--- src/hw/l2_axi_pkg.sv ---
/* l2 memory port shared types */

package l2_axi_pkg;

    // burst and response encodings
    localparam logic [1:0] AXI_BURST_INCR = 2'b01;
    localparam logic [2:0] AXI_SIZE_WORD  = 3'd2;   // 4 bytes per beat
    localparam logic [1:0] AXI_RESP_OKAY  = 2'b00;

    // fixed transaction ids, one per direction
    localparam logic [3:0] RD_ID = 4'd0;
    localparam logic [3:0] WR_ID = 4'd1;

    // read address channel, 45 bits
    typedef struct packed {
        logic [31:0] addr;
        logic [7:0]  len;       // beats minus one
        logic [2:0]  size;
        logic [1:0]  burst;
    } axi_ar_t;

    // write address channel, same layout as ar
    typedef struct packed {
        logic [31:0] addr;
        logic [7:0]  len;
        logic [2:0]  size;
        logic [1:0]  burst;
    } axi_aw_t;

    typedef struct packed {
        logic [31:0] data;
        logic [3:0]  strb;
        logic        last;
    } axi_w_t;

    typedef struct packed {
        logic [31:0] data;
        logic [1:0]  resp;
        logic        last;
    } axi_r_t;

    typedef enum logic [1:0] {
        RD_IDLE,
        RD_ADDR,
        RD_DATA
    } rd_state_t;

    typedef enum logic [1:0] {
        WR_IDLE,
        WR_ADDR,
        WR_DATA,
        WR_RESP
    } wr_state_t;

endpackage

--- src/hw/l2_axi_read_channel.sv ---
/* axi read channel engine */
`timescale 1ns/100ps

module l2_axi_read_channel
    import l2_axi_pkg::*;
(
    input  logic    clk,
    input  logic    rstn,

    // from line unit
    input  logic    rd_start,
    input  axi_ar_t rd_cmd,

    // axi ar
    output axi_ar_t ar,
    output logic    arvalid,
    input  logic    arready,

    // axi r
    input  axi_r_t  r,
    input  logic    rvalid,
    output logic    rready,

    // beats back to line unit
    output axi_r_t  rd_beat,
    output logic    rd_beat_valid
);

    rd_state_t state;
    axi_ar_t   cmd_q;   // held stable while arvalid is up

    always_ff @(posedge clk) begin
        if (!rstn) begin
            state <= RD_IDLE;
        end else begin
            case (state)
                RD_IDLE: begin
                    if (rd_start) begin
                        state <= RD_ADDR;
                    end
                end
                RD_ADDR: begin
                    if (arready) begin
                        state <= RD_DATA;   // address accepted
                    end
                end
                RD_DATA: begin
                    if (rvalid && r.last) begin
                        state <= RD_IDLE;
                    end
                end
                default: begin
                    state <= RD_IDLE;
                end
            endcase
        end
    end

    // command latched only when a new burst starts
    always_ff @(posedge clk) begin
        if (rd_start && state == RD_IDLE) begin
            cmd_q <= rd_cmd;
        end
    end

    assign ar      = cmd_q;
    assign arvalid = (state == RD_ADDR);
    assign rready  = (state == RD_DATA);

    // r beat passed straight up, qualified by the handshake
    assign rd_beat       = r;
    assign rd_beat_valid = rvalid && rready;

endmodule

--- src/hw/l2_axi_write_channel.sv ---
/* axi write channel engine */
`timescale 1ns/100ps

module l2_axi_write_channel
    import l2_axi_pkg::*;
(
    input  logic       clk,
    input  logic       rstn,

    // from line unit
    input  logic       wr_start,
    input  axi_aw_t    wr_cmd,
    input  axi_w_t     wr_beat,
    output logic       wr_beat_take,

    // axi aw
    output axi_aw_t    aw,
    output logic       awvalid,
    input  logic       awready,

    // axi w
    output axi_w_t     w,
    output logic       wvalid,
    input  logic       wready,

    // axi b
    input  logic [1:0] bresp,
    input  logic       bvalid,
    output logic       bready,

    // response back to line unit
    output logic [1:0] wr_resp,
    output logic       wr_resp_valid
);

    wr_state_t state;
    axi_aw_t   cmd_q;

    always_ff @(posedge clk) begin
        if (!rstn) begin
            state <= WR_IDLE;
        end else begin
            case (state)
                WR_IDLE: begin
                    if (wr_start) begin
                        state <= WR_ADDR;
                    end
                end
                WR_ADDR: begin
                    if (awready) begin
                        state <= WR_DATA;
                    end
                end
                WR_DATA: begin
                    // leave only once the final beat is accepted
                    if (wr_beat_take && wr_beat.last) begin
                        state <= WR_RESP;
                    end
                end
                WR_RESP: begin
                    if (bvalid) begin
                        state <= WR_IDLE;
                    end
                end
                default: begin
                    state <= WR_IDLE;
                end
            endcase
        end
    end

    always_ff @(posedge clk) begin
        if (wr_start && state == WR_IDLE) begin
            cmd_q <= wr_cmd;
        end
    end

    assign aw      = cmd_q;
    assign awvalid = (state == WR_ADDR);

    // current beat comes from the line serializer
    assign w            = wr_beat;
    assign wvalid       = (state == WR_DATA);
    assign wr_beat_take = wvalid && wready;   // advance serializer

    assign bready        = (state == WR_RESP);
    assign wr_resp       = bresp;
    assign wr_resp_valid = bvalid && bready;

endmodule

--- src/hw/l2_line_xfer.sv ---
/* refill assembler and writeback serializer */
`timescale 1ns/100ps

module l2_line_xfer
    import l2_axi_pkg::*;
#(
    parameter int offset_width = 2
) (
    input  logic                           clk,
    input  logic                           rstn,

    // refill side of the l2
    input  logic                           refill_req,
    input  logic [31:0]                    refill_addr,
    output logic                           refill_busy,
    output logic                           refill_done,
    output logic [(32<<offset_width)-1:0]  refill_line,
    output logic                           refill_err,

    // writeback side of the l2
    input  logic                           wb_req,
    input  logic [31:0]                    wb_addr,
    input  logic [(32<<offset_width)-1:0]  wb_line,
    output logic                           wb_busy,
    output logic                           wb_done,
    output logic                           wb_err,

    // read engine
    output logic                           rd_start,
    output axi_ar_t                        rd_cmd,
    input  axi_r_t                         rd_beat,
    input  logic                           rd_beat_valid,

    // write engine
    output logic                           wr_start,
    output axi_aw_t                        wr_cmd,
    output axi_w_t                         wr_beat,
    input  logic                           wr_beat_take,
    input  logic [1:0]                     wr_resp,
    input  logic                           wr_resp_valid
);

    localparam int          line_w    = 32 << offset_width;
    localparam logic [7:0]  burst_len = 8'((1 << offset_width) - 1);

    logic [offset_width-1:0] rd_cnt;    // word slot of the next r beat
    logic [offset_width-1:0] wr_cnt;    // words already sent
    logic [line_w-1:0]       wb_shift;

    // strobes ignored while the matching side is busy
    assign rd_start = refill_req && !refill_busy;
    assign wr_start = wb_req && !wb_busy;

    assign rd_cmd = '{addr: refill_addr, len: burst_len, size: AXI_SIZE_WORD,
                      burst: AXI_BURST_INCR};
    assign wr_cmd = '{addr: wb_addr, len: burst_len, size: AXI_SIZE_WORD,
                      burst: AXI_BURST_INCR};

    always_ff @(posedge clk) begin
        if (!rstn) begin
            refill_busy <= 1'b0;
            refill_done <= 1'b0;
            refill_err  <= 1'b0;
            rd_cnt      <= '0;
        end else begin
            refill_done <= rd_beat_valid && rd_beat.last;
            if (rd_start) begin
                refill_busy <= 1'b1;
                refill_err  <= 1'b0;
                rd_cnt      <= '0;
            end else if (rd_beat_valid) begin
                rd_cnt <= rd_cnt + 1'b1;
                if (rd_beat.resp != AXI_RESP_OKAY) begin
                    refill_err <= 1'b1;     // sticky for the whole burst
                end
                if (rd_beat.last) begin
                    refill_busy <= 1'b0;    // drops together with done
                end
            end
        end
    end

    // word 0 sits at the low end of the line
    always_ff @(posedge clk) begin
        if (rd_beat_valid) begin
            refill_line[rd_cnt*32 +: 32] <= rd_beat.data;
        end
    end

    always_ff @(posedge clk) begin
        if (!rstn) begin
            wb_busy <= 1'b0;
            wb_done <= 1'b0;
            wb_err  <= 1'b0;
            wr_cnt  <= '0;
        end else begin
            wb_done <= wr_resp_valid;
            if (wr_start) begin
                wb_busy <= 1'b1;
                wr_cnt  <= '0;
            end else if (wr_beat_take) begin
                wr_cnt <= wr_cnt + 1'b1;
            end
            if (wr_resp_valid) begin
                wb_busy <= 1'b0;
                wb_err  <= (wr_resp != AXI_RESP_OKAY);
            end
        end
    end

    // victim line captured once, then shifted down a word per accepted beat
    always_ff @(posedge clk) begin
        if (wr_start) begin
            wb_shift <= wb_line;
        end else if (wr_beat_take) begin
            wb_shift <= {32'd0, wb_shift[line_w-1:32]};
        end
    end

    assign wr_beat = '{data: wb_shift[31:0], strb: 4'hf,
                       last: (wr_cnt == {offset_width{1'b1}})};

endmodule

--- src/hw/l2_mem_port.sv ---
/* l2 cache axi memory port */
`timescale 1ns/100ps

module l2_mem_port
    import l2_axi_pkg::*;
#(
    parameter int offset_width = 2
) (
    input  logic                           clk,
    input  logic                           rstn,

    // l2 refill
    input  logic                           refill_req,
    input  logic [31:0]                    refill_addr,
    output logic                           refill_busy,
    output logic                           refill_done,
    output logic [(32<<offset_width)-1:0]  refill_line,
    output logic                           refill_err,

    // l2 writeback
    input  logic                           wb_req,
    input  logic [31:0]                    wb_addr,
    input  logic [(32<<offset_width)-1:0]  wb_line,
    output logic                           wb_busy,
    output logic                           wb_done,
    output logic                           wb_err,

    // axi ar
    output logic [31:0]                    araddr,
    output logic [7:0]                     arlen,
    output logic [2:0]                     arsize,
    output logic [1:0]                     arburst,
    output logic [3:0]                     arid,
    output logic                           arvalid,
    input  logic                           arready,

    // axi r
    input  logic [31:0]                    rdata,
    input  logic [1:0]                     rresp,
    input  logic                           rlast,
    input  logic                           rvalid,
    output logic                           rready,

    // axi aw
    output logic [31:0]                    awaddr,
    output logic [7:0]                     awlen,
    output logic [2:0]                     awsize,
    output logic [1:0]                     awburst,
    output logic [3:0]                     awid,
    output logic                           awvalid,
    input  logic                           awready,

    // axi w
    output logic [31:0]                    wdata,
    output logic [3:0]                     wstrb,
    output logic                           wlast,
    output logic                           wvalid,
    input  logic                           wready,

    // axi b
    input  logic [1:0]                     bresp,
    input  logic                           bvalid,
    output logic                           bready
);

    logic    rd_start;
    axi_ar_t rd_cmd;
    axi_r_t  rd_beat;
    logic    rd_beat_valid;

    logic       wr_start;
    axi_aw_t    wr_cmd;
    axi_w_t     wr_beat;
    logic       wr_beat_take;
    logic [1:0] wr_resp;
    logic       wr_resp_valid;

    axi_ar_t ar;
    axi_r_t  r;
    axi_aw_t aw;
    axi_w_t  w;

    // pin packing
    assign {araddr, arlen, arsize, arburst} = ar;
    assign {awaddr, awlen, awsize, awburst} = aw;
    assign {wdata, wstrb, wlast}            = w;
    assign r = '{data: rdata, resp: rresp, last: rlast};

    assign arid = RD_ID;
    assign awid = WR_ID;

    l2_line_xfer #(
        .offset_width (offset_width)
    ) line_xfer_i (
        .clk           (clk),
        .rstn          (rstn),
        .refill_req    (refill_req),
        .refill_addr   (refill_addr),
        .refill_busy   (refill_busy),
        .refill_done   (refill_done),
        .refill_line   (refill_line),
        .refill_err    (refill_err),
        .wb_req        (wb_req),
        .wb_addr       (wb_addr),
        .wb_line       (wb_line),
        .wb_busy       (wb_busy),
        .wb_done       (wb_done),
        .wb_err        (wb_err),
        .rd_start      (rd_start),
        .rd_cmd        (rd_cmd),
        .rd_beat       (rd_beat),
        .rd_beat_valid (rd_beat_valid),
        .wr_start      (wr_start),
        .wr_cmd        (wr_cmd),
        .wr_beat       (wr_beat),
        .wr_beat_take  (wr_beat_take),
        .wr_resp       (wr_resp),
        .wr_resp_valid (wr_resp_valid)
    );

    l2_axi_read_channel read_ch_i (
        .clk           (clk),
        .rstn          (rstn),
        .rd_start      (rd_start),
        .rd_cmd        (rd_cmd),
        .ar            (ar),
        .arvalid       (arvalid),
        .arready       (arready),
        .r             (r),
        .rvalid        (rvalid),
        .rready        (rready),
        .rd_beat       (rd_beat),
        .rd_beat_valid (rd_beat_valid)
    );

    l2_axi_write_channel write_ch_i (
        .clk           (clk),
        .rstn          (rstn),
        .wr_start      (wr_start),
        .wr_cmd        (wr_cmd),
        .wr_beat       (wr_beat),
        .wr_beat_take  (wr_beat_take),
        .aw            (aw),
        .awvalid       (awvalid),
        .awready       (awready),
        .w             (w),
        .wvalid        (wvalid),
        .wready        (wready),
        .bresp         (bresp),
        .bvalid        (bvalid),
        .bready        (bready),
        .wr_resp       (wr_resp),
        .wr_resp_valid (wr_resp_valid)
    );

endmodule

--- config.mk ---
export PLATFORM = sky130hd
export DESIGN_NAME = l2_mem_port
export DESIGN_NICKNAME = d
export VERILOG_FILES = /design/src/hw/l2_axi_pkg.sv /design/src/hw/l2_axi_read_channel.sv /design/src/hw/l2_axi_write_channel.sv /design/src/hw/l2_line_xfer.sv /design/src/hw/l2_mem_port.sv
export SDC_FILE = /design/constraint.sdc
export NUM_CORES = 1
export LEC_CHECK = 0
export ABC_AREA = 1
export BUFFER_PORTS_ARGS = -buffer_cell sky130_fd_sc_hd__buf_4
export CAP_MARGIN = 20
export CORE_AREA = 5 5 197 199
export CTS_CLUSTER_DIAMETER = 60
export DETAILED_ROUTE_END_ITERATION = 12
export DIE_AREA = 0 0 202 204
export PLACE_DENSITY = 0.74
export SLEW_MARGIN = 40
export SYNTH_ARGS = -nofsm -noshare
export SYNTH_HDL_FRONTEND = slang
export SYNTH_HIERARCHICAL = 1
export SYNTH_SLANG_ARGS = --single-unit
--- constraint.sdc ---
create_clock -name clk -period 5.9 [get_ports clk]
set_input_delay 1.18 -clock clk [delete_from_list [all_inputs] [get_ports clk]]
set_output_delay 1.18 -clock clk [all_outputs]
set_load 0.03 [all_outputs]
==> results of run 1 <==
-- worst min-delay path by stage --
stage	from	endpoint	slack, ps	depth (start not counted)
floorplan	line_xfer_i/wr_cnt[1]$_SDFFE_PP0P_	line_xfer_i/wr_cnt[1]$_SDFFE_PP0P_	440	2
global placement	line_xfer_i/refill_err$_SDFFE_PP0P_	line_xfer_i/refill_err$_SDFFE_PP0P_	440	2
detailed placement	line_xfer_i/refill_err$_SDFFE_PP0P_	line_xfer_i/refill_err$_SDFFE_PP0P_	470	2
CTS	line_xfer_i/refill_err$_SDFFE_PP0P_	line_xfer_i/refill_err$_SDFFE_PP0P_	460	2
global route	line_xfer_i/refill_err$_SDFFE_PP0P_	line_xfer_i/refill_err$_SDFFE_PP0P_	490	2
finish	line_xfer_i/refill_err$_SDFFE_PP0P_	line_xfer_i/refill_err$_SDFFE_PP0P_	470	2
-- sequential cells by signal, indices dropped and copies added (netlist names), 2 cells and up --
name / count
read_ch_i/ar: 45
write_ch_i/aw: 45
line_xfer_i/refill_line: 128
read_ch_i/state: 2
line_xfer_i/wr_cnt: 2
write_ch_i/state: 2
line_xfer_i/wb_shift: 128
line_xfer_i/rd_cnt: 2
-- metrics by stage --
step / utilization / hold slack, ps / instances / instance area, um^2
after floorplan: - / 440 / 1305 / 15300
after global placement: 0.484 / 441 / 2040 / 17900
after detailed placement: 0.484 / 467 / 2040 / 17900
after CTS: 0.521 / 464 / 2116 / 19300
after global routing: 0.522 / 495 / 2120 / 19300
final: 0.522 / 468 / 2120 / 19300
-- synthesized netlist by cell type --
master    instances  area [um^2]
nor3_2            2         20.0
nor2_1          141          529
nand3_1           3         15.0
inv_1            91          342
nand2_4           1         11.3
buf_6             7         78.8
buf_4           217         1630
and3_1            1         6.26
o21ai_0           2         10.0
a21oi_2           1         8.76
ha_1             11          138
nor2_4            2         22.5
edfxtp_1        346        10400
dfxtp_1          14          280
inv_2             3         11.3
nand2_2           5         31.3
clkbuf_1          2         7.51
a21oi_1           6         30.0
xnor2_1           1         8.76
conb_1            4         15.0
buf_2            25          125
nand3b_1          1         7.51
nor3_1           31          155
nand2_1         354         1330
-- cell families (layout without fill, tap and decap cells) --
logic type / count (synthesis) / count (layout) / synth area share
other cells: 4 / 42 / 0.000987
buf+inv: 345 / 682 / 0.144
compound gates: 9 / 9 / 0.00321
fa+ha+maj: 11 / 11 / 0.00905
xor+xnor: 1 / 1 / 0.000576
simple gates: 541 / 541 / 0.140
flops: 360 / 360 / 0.702
-- area by class of cell --
cell class / instances / share of cell area
clock buffer: 50 / 0.0571
sequential: 360 / 0.552
multi-input combinational: 600 / 0.129
clock inverter: 26 / 0.0132
inverter: 94 / 0.0183
antenna: 4 / 0.000518
timing repair buffer: 512 / 0.199
tap: 474 / 0.0307
-- where the power goes --
part	switching [mW]	internal [mW]	leakage, nW	total [mW]
Combinational	0.653	0.356	4.41	1.01
Clock	1.01	1.52	0.665	2.53
Sequential	0.0942	3.14	3.54	3.23
Total	1.76	5.01	8.61	6.77
-- layer usage --
metal / part of all wire / track usage
met1: 0.36 / 0.207
met2: 0.51 / 0.312
met3: 0.092 / 0.0647
met4: 0.040 / 0.0793
met5: 0 / 0
-- tightest hold or removal path: stages, from the launching register on --
cell and delay [ps]:
dfxtp_1 310, inv_1 50, a21oi_1 60
==> reports/metrics.yaml, run 1 <==
finalSetupViolCount: 0
cp.depth: 3
arrival_ps: 1480
cts_tree: "done"
grt_use_total: 0.182
crit_required_ps: 4720
core_area_um2: 37000
drc_errors: 0
gp_congestion: 0.861
tightest_slew_ps: 712
antenna_found_initial: 4
syn_avg_cell_area_um2: 12.0
syn_to_final_growth_pct: 27.1
slowest_delay_ps: 390
hold_viol: 0
critPathKind: "reg2out"
fin_ws_ps: 3240
final_common_cell: "buf_4"
critPathMaxFanout: 4
final_nets: 1858
hold_class: "reg2reg"
cts_resized: 0
max_freq_mhz: 376
r2r_slack_ps: 3610
cp_cell_sequence: "inv_1 > ha_1 > buf_4"
cts_setup_buffers: 0
wl_um: 39100
io_buffers: 499
cts.sinks: 360
grt_pass1_wl_um: 57700
multi_input_area_um2: 2480
grt-ovfl-total: 0
wire_per_inst_um: 18.4
power_leakage_nw: 8.61
die_h_um: 204
cts.clk_slew.worst_paths_ps: 60
crit_buf_inv: 2
dieArea_um2: 41200
skew_ps: 20.2
total_power_mw: 6.77
crit_start: "write_ch_i/state[0]$_SDFFE_PN0P_"
ys_types: 24
status: "complete, no violations"
reg2reg_depth: 7
max_slew_margin: 0.524
pin_count: 512
rsz0062_at_grt: "false"
timing.rr.end: "line_xfer_i/wb_shift[64]$_DFFE_PP_"
critPathLaunchType: "flop"
worst_ir_drop_vdd_mv: 0.253
period_share: 0.451
syn-cell-area_um2: 15200
path_delay_family: "flip-flops"
synthCells: 1271
first_pass_iters: 4
cp-endpoint: "wvalid"
fillers: 3137
grt_max_degree: 101
pwr_density_cell_nw_per_um2: 350
endpoint_kind: "output port"
dp_hpwl_um: 28700
final-seq-area_um2: 10700
ys_warn_count: 6
min_period_ps: 2660
num_vias: 9654
root_buffer: "clkbuf_16"
r2r-start: "write_ch_i/state[0]$_SDFFE_PN0P_"
ys_seq_area_frac: 0.702
clock_latency_ps: 550
slowest_stage: "dfxtp_1"
start_util: 0.410
drt_iter0_drc: 401
fp-row-count: 71
htreeDepth: 2
postCtsHoldBufs: 0
ant_nets: 0
layout_common_cells: "buf_4, nand2_1, edfxtp_1"
grt_pass1_vias: 10000
ys_ff_latch: 360
setup_tns_ps: 0
maxCapViolations: 0
routed_via_density: 4.55
clk_path_buf_depth: 3
cts_buffers: 41
drive_gt1_frac: 0.359
die_width_um: 202
pre_cts_ws_ps: 2660
maxSlewViolCount: 0
(Power assumes the default switching activity.)
==> inputs of run 2 (changes only) <==
--- a/config.mk
+++ b/config.mk
@@ -5,7 +5,7 @@
 export SDC_FILE = /design/constraint.sdc
 export NUM_CORES = 1
 export LEC_CHECK = 0
-export ABC_AREA = 1
+export ABC_AREA = 0
 export BUFFER_PORTS_ARGS = -buffer_cell sky130_fd_sc_hd__buf_4
 export CAP_MARGIN = 20
 export CORE_AREA = 5 5 197 199
==> constraint.sdc (replaced) <==
create_clock -name clk -period 2.5 [get_ports clk]
set_input_delay 0.5 -clock clk [delete_from_list [all_inputs] [get_ports clk]]
set_output_delay 0.5 -clock clk [all_outputs]
set_load 0.03 [all_outputs]
==> run 2 against run 1 <==
Sequential cell count did not move; final area grew 1.1%; sequential share of layout area fell by 0.61 points; non-clock buffer count increased by 10; highest routed layer unchanged.
==> reports/metrics.yaml, run 2 <==
status: "complete, no violations"  # unchanged
clock_latency_ps: 550  # about the same
cp_cell_sequence: "inv_1 > ha_1 > and3b_1 > and2_1"  # was inv_1 > ha_1 > buf_4
min_period_ps: 2220
cts_setup_buffers: 0  # unchanged
placed_area_um2: 18200  # was 17,900 um^2
pre_cts_ws_ps: 244  # was 2660 ps
io_buffers: 499  # unchanged
synthSimpleGateAreaFrac: 0.0880  # was 0.140
layout_common_cells: "buf_4, edfxtp_1, and2_1"  # was buf_4, nand2_1, edfxtp_1
ys_warn_count: 6  # unchanged
cts.sinks: 360  # unchanged
worst_ir_drop_vdd_mv: 0.610  # was 0.253 mV
synth_xor_area_frac: 0.00116  # was 0.000576
synth_compound_area_frac: 0.00627  # was 0.00321
arrival_ps: 2630  # was 1480 ps
yosysMostFrequentCell: "edfxtp_1"  # was nand2_1
critPathKind: "reg2reg"  # was reg2out
cts.clk_slew.worst_paths_ps: 60  # about the same
swShare: 0.249  # was 0.260
rsz0062_at_grt: "false"  # unchanged
ys_types: 39  # was 24
gp_congestion: 0.816  # was 0.861
syn_avg_cell_area_um2: 16.3  # was 12.0 um^2
root_buffer: "clkbuf_16"  # unchanged
period_share: 0.888
grt_use_total: 0.165  # was 0.182
design_area_um2: 19500  # was 19,300 um^2
grt_max_degree: 46  # was 101
postCtsHoldBufs: 0  # unchanged
yosysTopAreaCell: "edfxtp_1"  # unchanged
syn-cell-area_um2: 15200  # about the same
maxSlewViolCount: 0  # unchanged
clk_path_buf_depth: 3  # unchanged
cts_buffers: 41  # unchanged
final_nets: 1541  # was 1,858
yosys.area.top_type_share: 0.685  # was 0.684
power_frac_seq: 0.480  # was 0.477
wire_per_inst_um: 19.9  # was 18.4 um
yosys-top-cells-count: "edfxtp_1, buf_4, and2_1"  # was nand2_1, edfxtp_1, buf_4
htreeDepth: 2  # unchanged
start_util: 0.409  # was 0.410
final_common_cell: "buf_4"  # unchanged
first_pass_iters: 4  # unchanged
critPathMaxFanout: 18  # was 4
synth_top_family_by_area: "buffers and inverters"  # unchanged
async_reset_ff_frac: 0  # unchanged
antenna_found_initial: 0  # was 4
core_area_um2: 37000  # unchanged
grt_pass1_vias: 8626  # was 10.0k
maxCapViolations: 0  # unchanged
p_switching_mw: 3.90  # was 1.76 mW
cts_resized: 0  # unchanged
crit_buf_inv: 1  # was 2
setup_tns_ps: 0  # unchanged
grt-ovfl-total: 0  # unchanged
whs_ps: 133  # was 468 ps
syn_to_final_growth_pct: 28.8  # was 27.1%
dieArea_um2: 41200  # unchanged
num_vias: 8113  # was 9,654
largest_registers: "line_xfer_i/refill_line (128), line_xfer_i/wb_shift (128)"  # unchanged
power_leakage_nw: 8.09  # was 8.61 nW
pin_count: 512  # unchanged
drive_gt1_frac: 0.540  # was 0.359
pwr_density_cell_nw_per_um2: 803  # was 350 nW/um^2
drt_iter0_drc: 448  # was 401
synth_ff_type: "edfxtp_1"  # unchanged
dp_hpwl_um: 26200  # was 28,700 um
ys_seq_area_frac: 0.704  # was 0.702
routed_via_density: 4.51  # was 4.55
critPathLaunchType: "flop"  # unchanged
finalSetupViolCount: 0  # unchanged
ys_ff_latch: 360  # unchanged
combinationalPowerShare: 0.154  # was 0.149
dp_cells: 1723  # was 2,040
slowest_stage: "and3b_1"  # was dfxtp_1
wl_um: 35700  # was 39,100 um
max_slew_margin: 0.519  # was 0.524
skew_ps: 18.3  # was 20.2 ps
layout.cells.non_filler: 1798  # was 2,120
fp-row-count: 71  # unchanged
power.internal_mw: 11.8  # was 5.01 mW
max_freq_mhz: 450
final_util: 0.527  # was 0.522
synthAdderAreaFrac: 0.00908  # was 0.00905
ant_nets: 0  # unchanged
die_width_um: 202  # unchanged
fin_ws_ps: 280  # was 3240 ps
tightest_slew_ps: 721  # was 712 ps
path_delay_family: "simple AND/OR/NAND/NOR gates"  # was flip-flops
hold_viol: 0  # unchanged
die_h_um: 204  # unchanged
synth_mux_area_frac: 0.0733  # was 0
drc_errors: 0  # unchanged
synthTopCellsByArea: "edfxtp_1, buf_4, mux2_2"  # was edfxtp_1, buf_4, nand2_1
hold_class: "in2reg"  # was reg2reg
antennaDiodeCount: 0  # was 4
total_power_mw: 15.7  # was 6.77 mW
cts_tree: "done"  # unchanged
slowest_delay_ps: 680  # was 390 ps
synthCells: 928  # was 1,271
endpoint_kind: "flop"  # was output port
clock_power_share: 0.366  # was 0.374
crit_required_ps: 2910  # was 4720 ps
grt_pass1_wl_um: 51900  # was 57,700 um
synth-edff-count: 346  # unchanged
[run 2: cell families (layout without fill, tap and decap cells)]
family,count (synthesis),after routing
xor gates and xnor gates,2,2
and+or+nand+nor,200,200
other,4,38
DFF,360,360
adders and majority gates,11,11
buffers and inverters,242,604
muxes,99,99
AOI/OAI and AO/OA,10,10
[run 2: cell type report]
cell class                      count  area (um^2)
Clock inverter                     24          196
Timing Repair Buffer              522         4080
Tap cell                          474          593
Fill cell                        2992        17500
Multi-Input combinational cell    360         2860
Inverter                            7         26.3
Clock buffer                       51         1110
Sequential cell                   360        10700
[run 2: worst paths after layout]
check	from	end	slack, ps	depth (start not counted)
worst max-delay path	line_xfer_i/rd_cnt[0]$_SDFFE_PP0P_	line_xfer_i/refill_line[46]$_DFFE_PP_	280	4
worst max register to register	line_xfer_i/rd_cnt[0]$_SDFFE_PP0P_	line_xfer_i/refill_line[46]$_DFFE_PP_	280	4
worst min register to register	line_xfer_i/refill_err$_SDFFE_PP0P_	line_xfer_i/refill_err$_SDFFE_PP0P_	460	2
worst min-delay path	refill_addr[29]	read_ch_i/ar[42]$_DFFE_PP_	130	1
[run 2: power groups by stage]
stage | combinational, mW | sequential [mW] | clock (mW)
finish | 2.42 | 7.53 | 5.74
global route | 2.58 | 7.58 | 6.13
CTS | 2.45 | 7.54 | 5.91
detailed placement | 2.45 | 7.66 | 0
global placement | 2.40 | 7.64 | 0
floorplan | 1.39 | 7.98 | 0
[run 2: routing by layer]
layer | vias to the layer above | global-route usage | share of wire | routed length (um)
li1 | 3777 | - | - | -
met1 | 3919 | 0.195 | 0.38 | 13400
met2 | 367 | 0.275 | 0.49 | 17500
met3 | 50 | 0.0711 | 0.11 | 4010
met4 | 0 | 0.0515 | 0.021 | 758
met5 | - | 0 | 0 | 0
[run 2: worst register-to-register path: cells and delay by family, from the launching register on]
| kind | cells | cell delay [ps] |
|---|---|---|
| adders and majority gates | 1 | 480 |
| DFF | 1 | 550 |
| and+or+nand+nor | 2 | 920 |
| buffers and inverters | 1 | 150 |
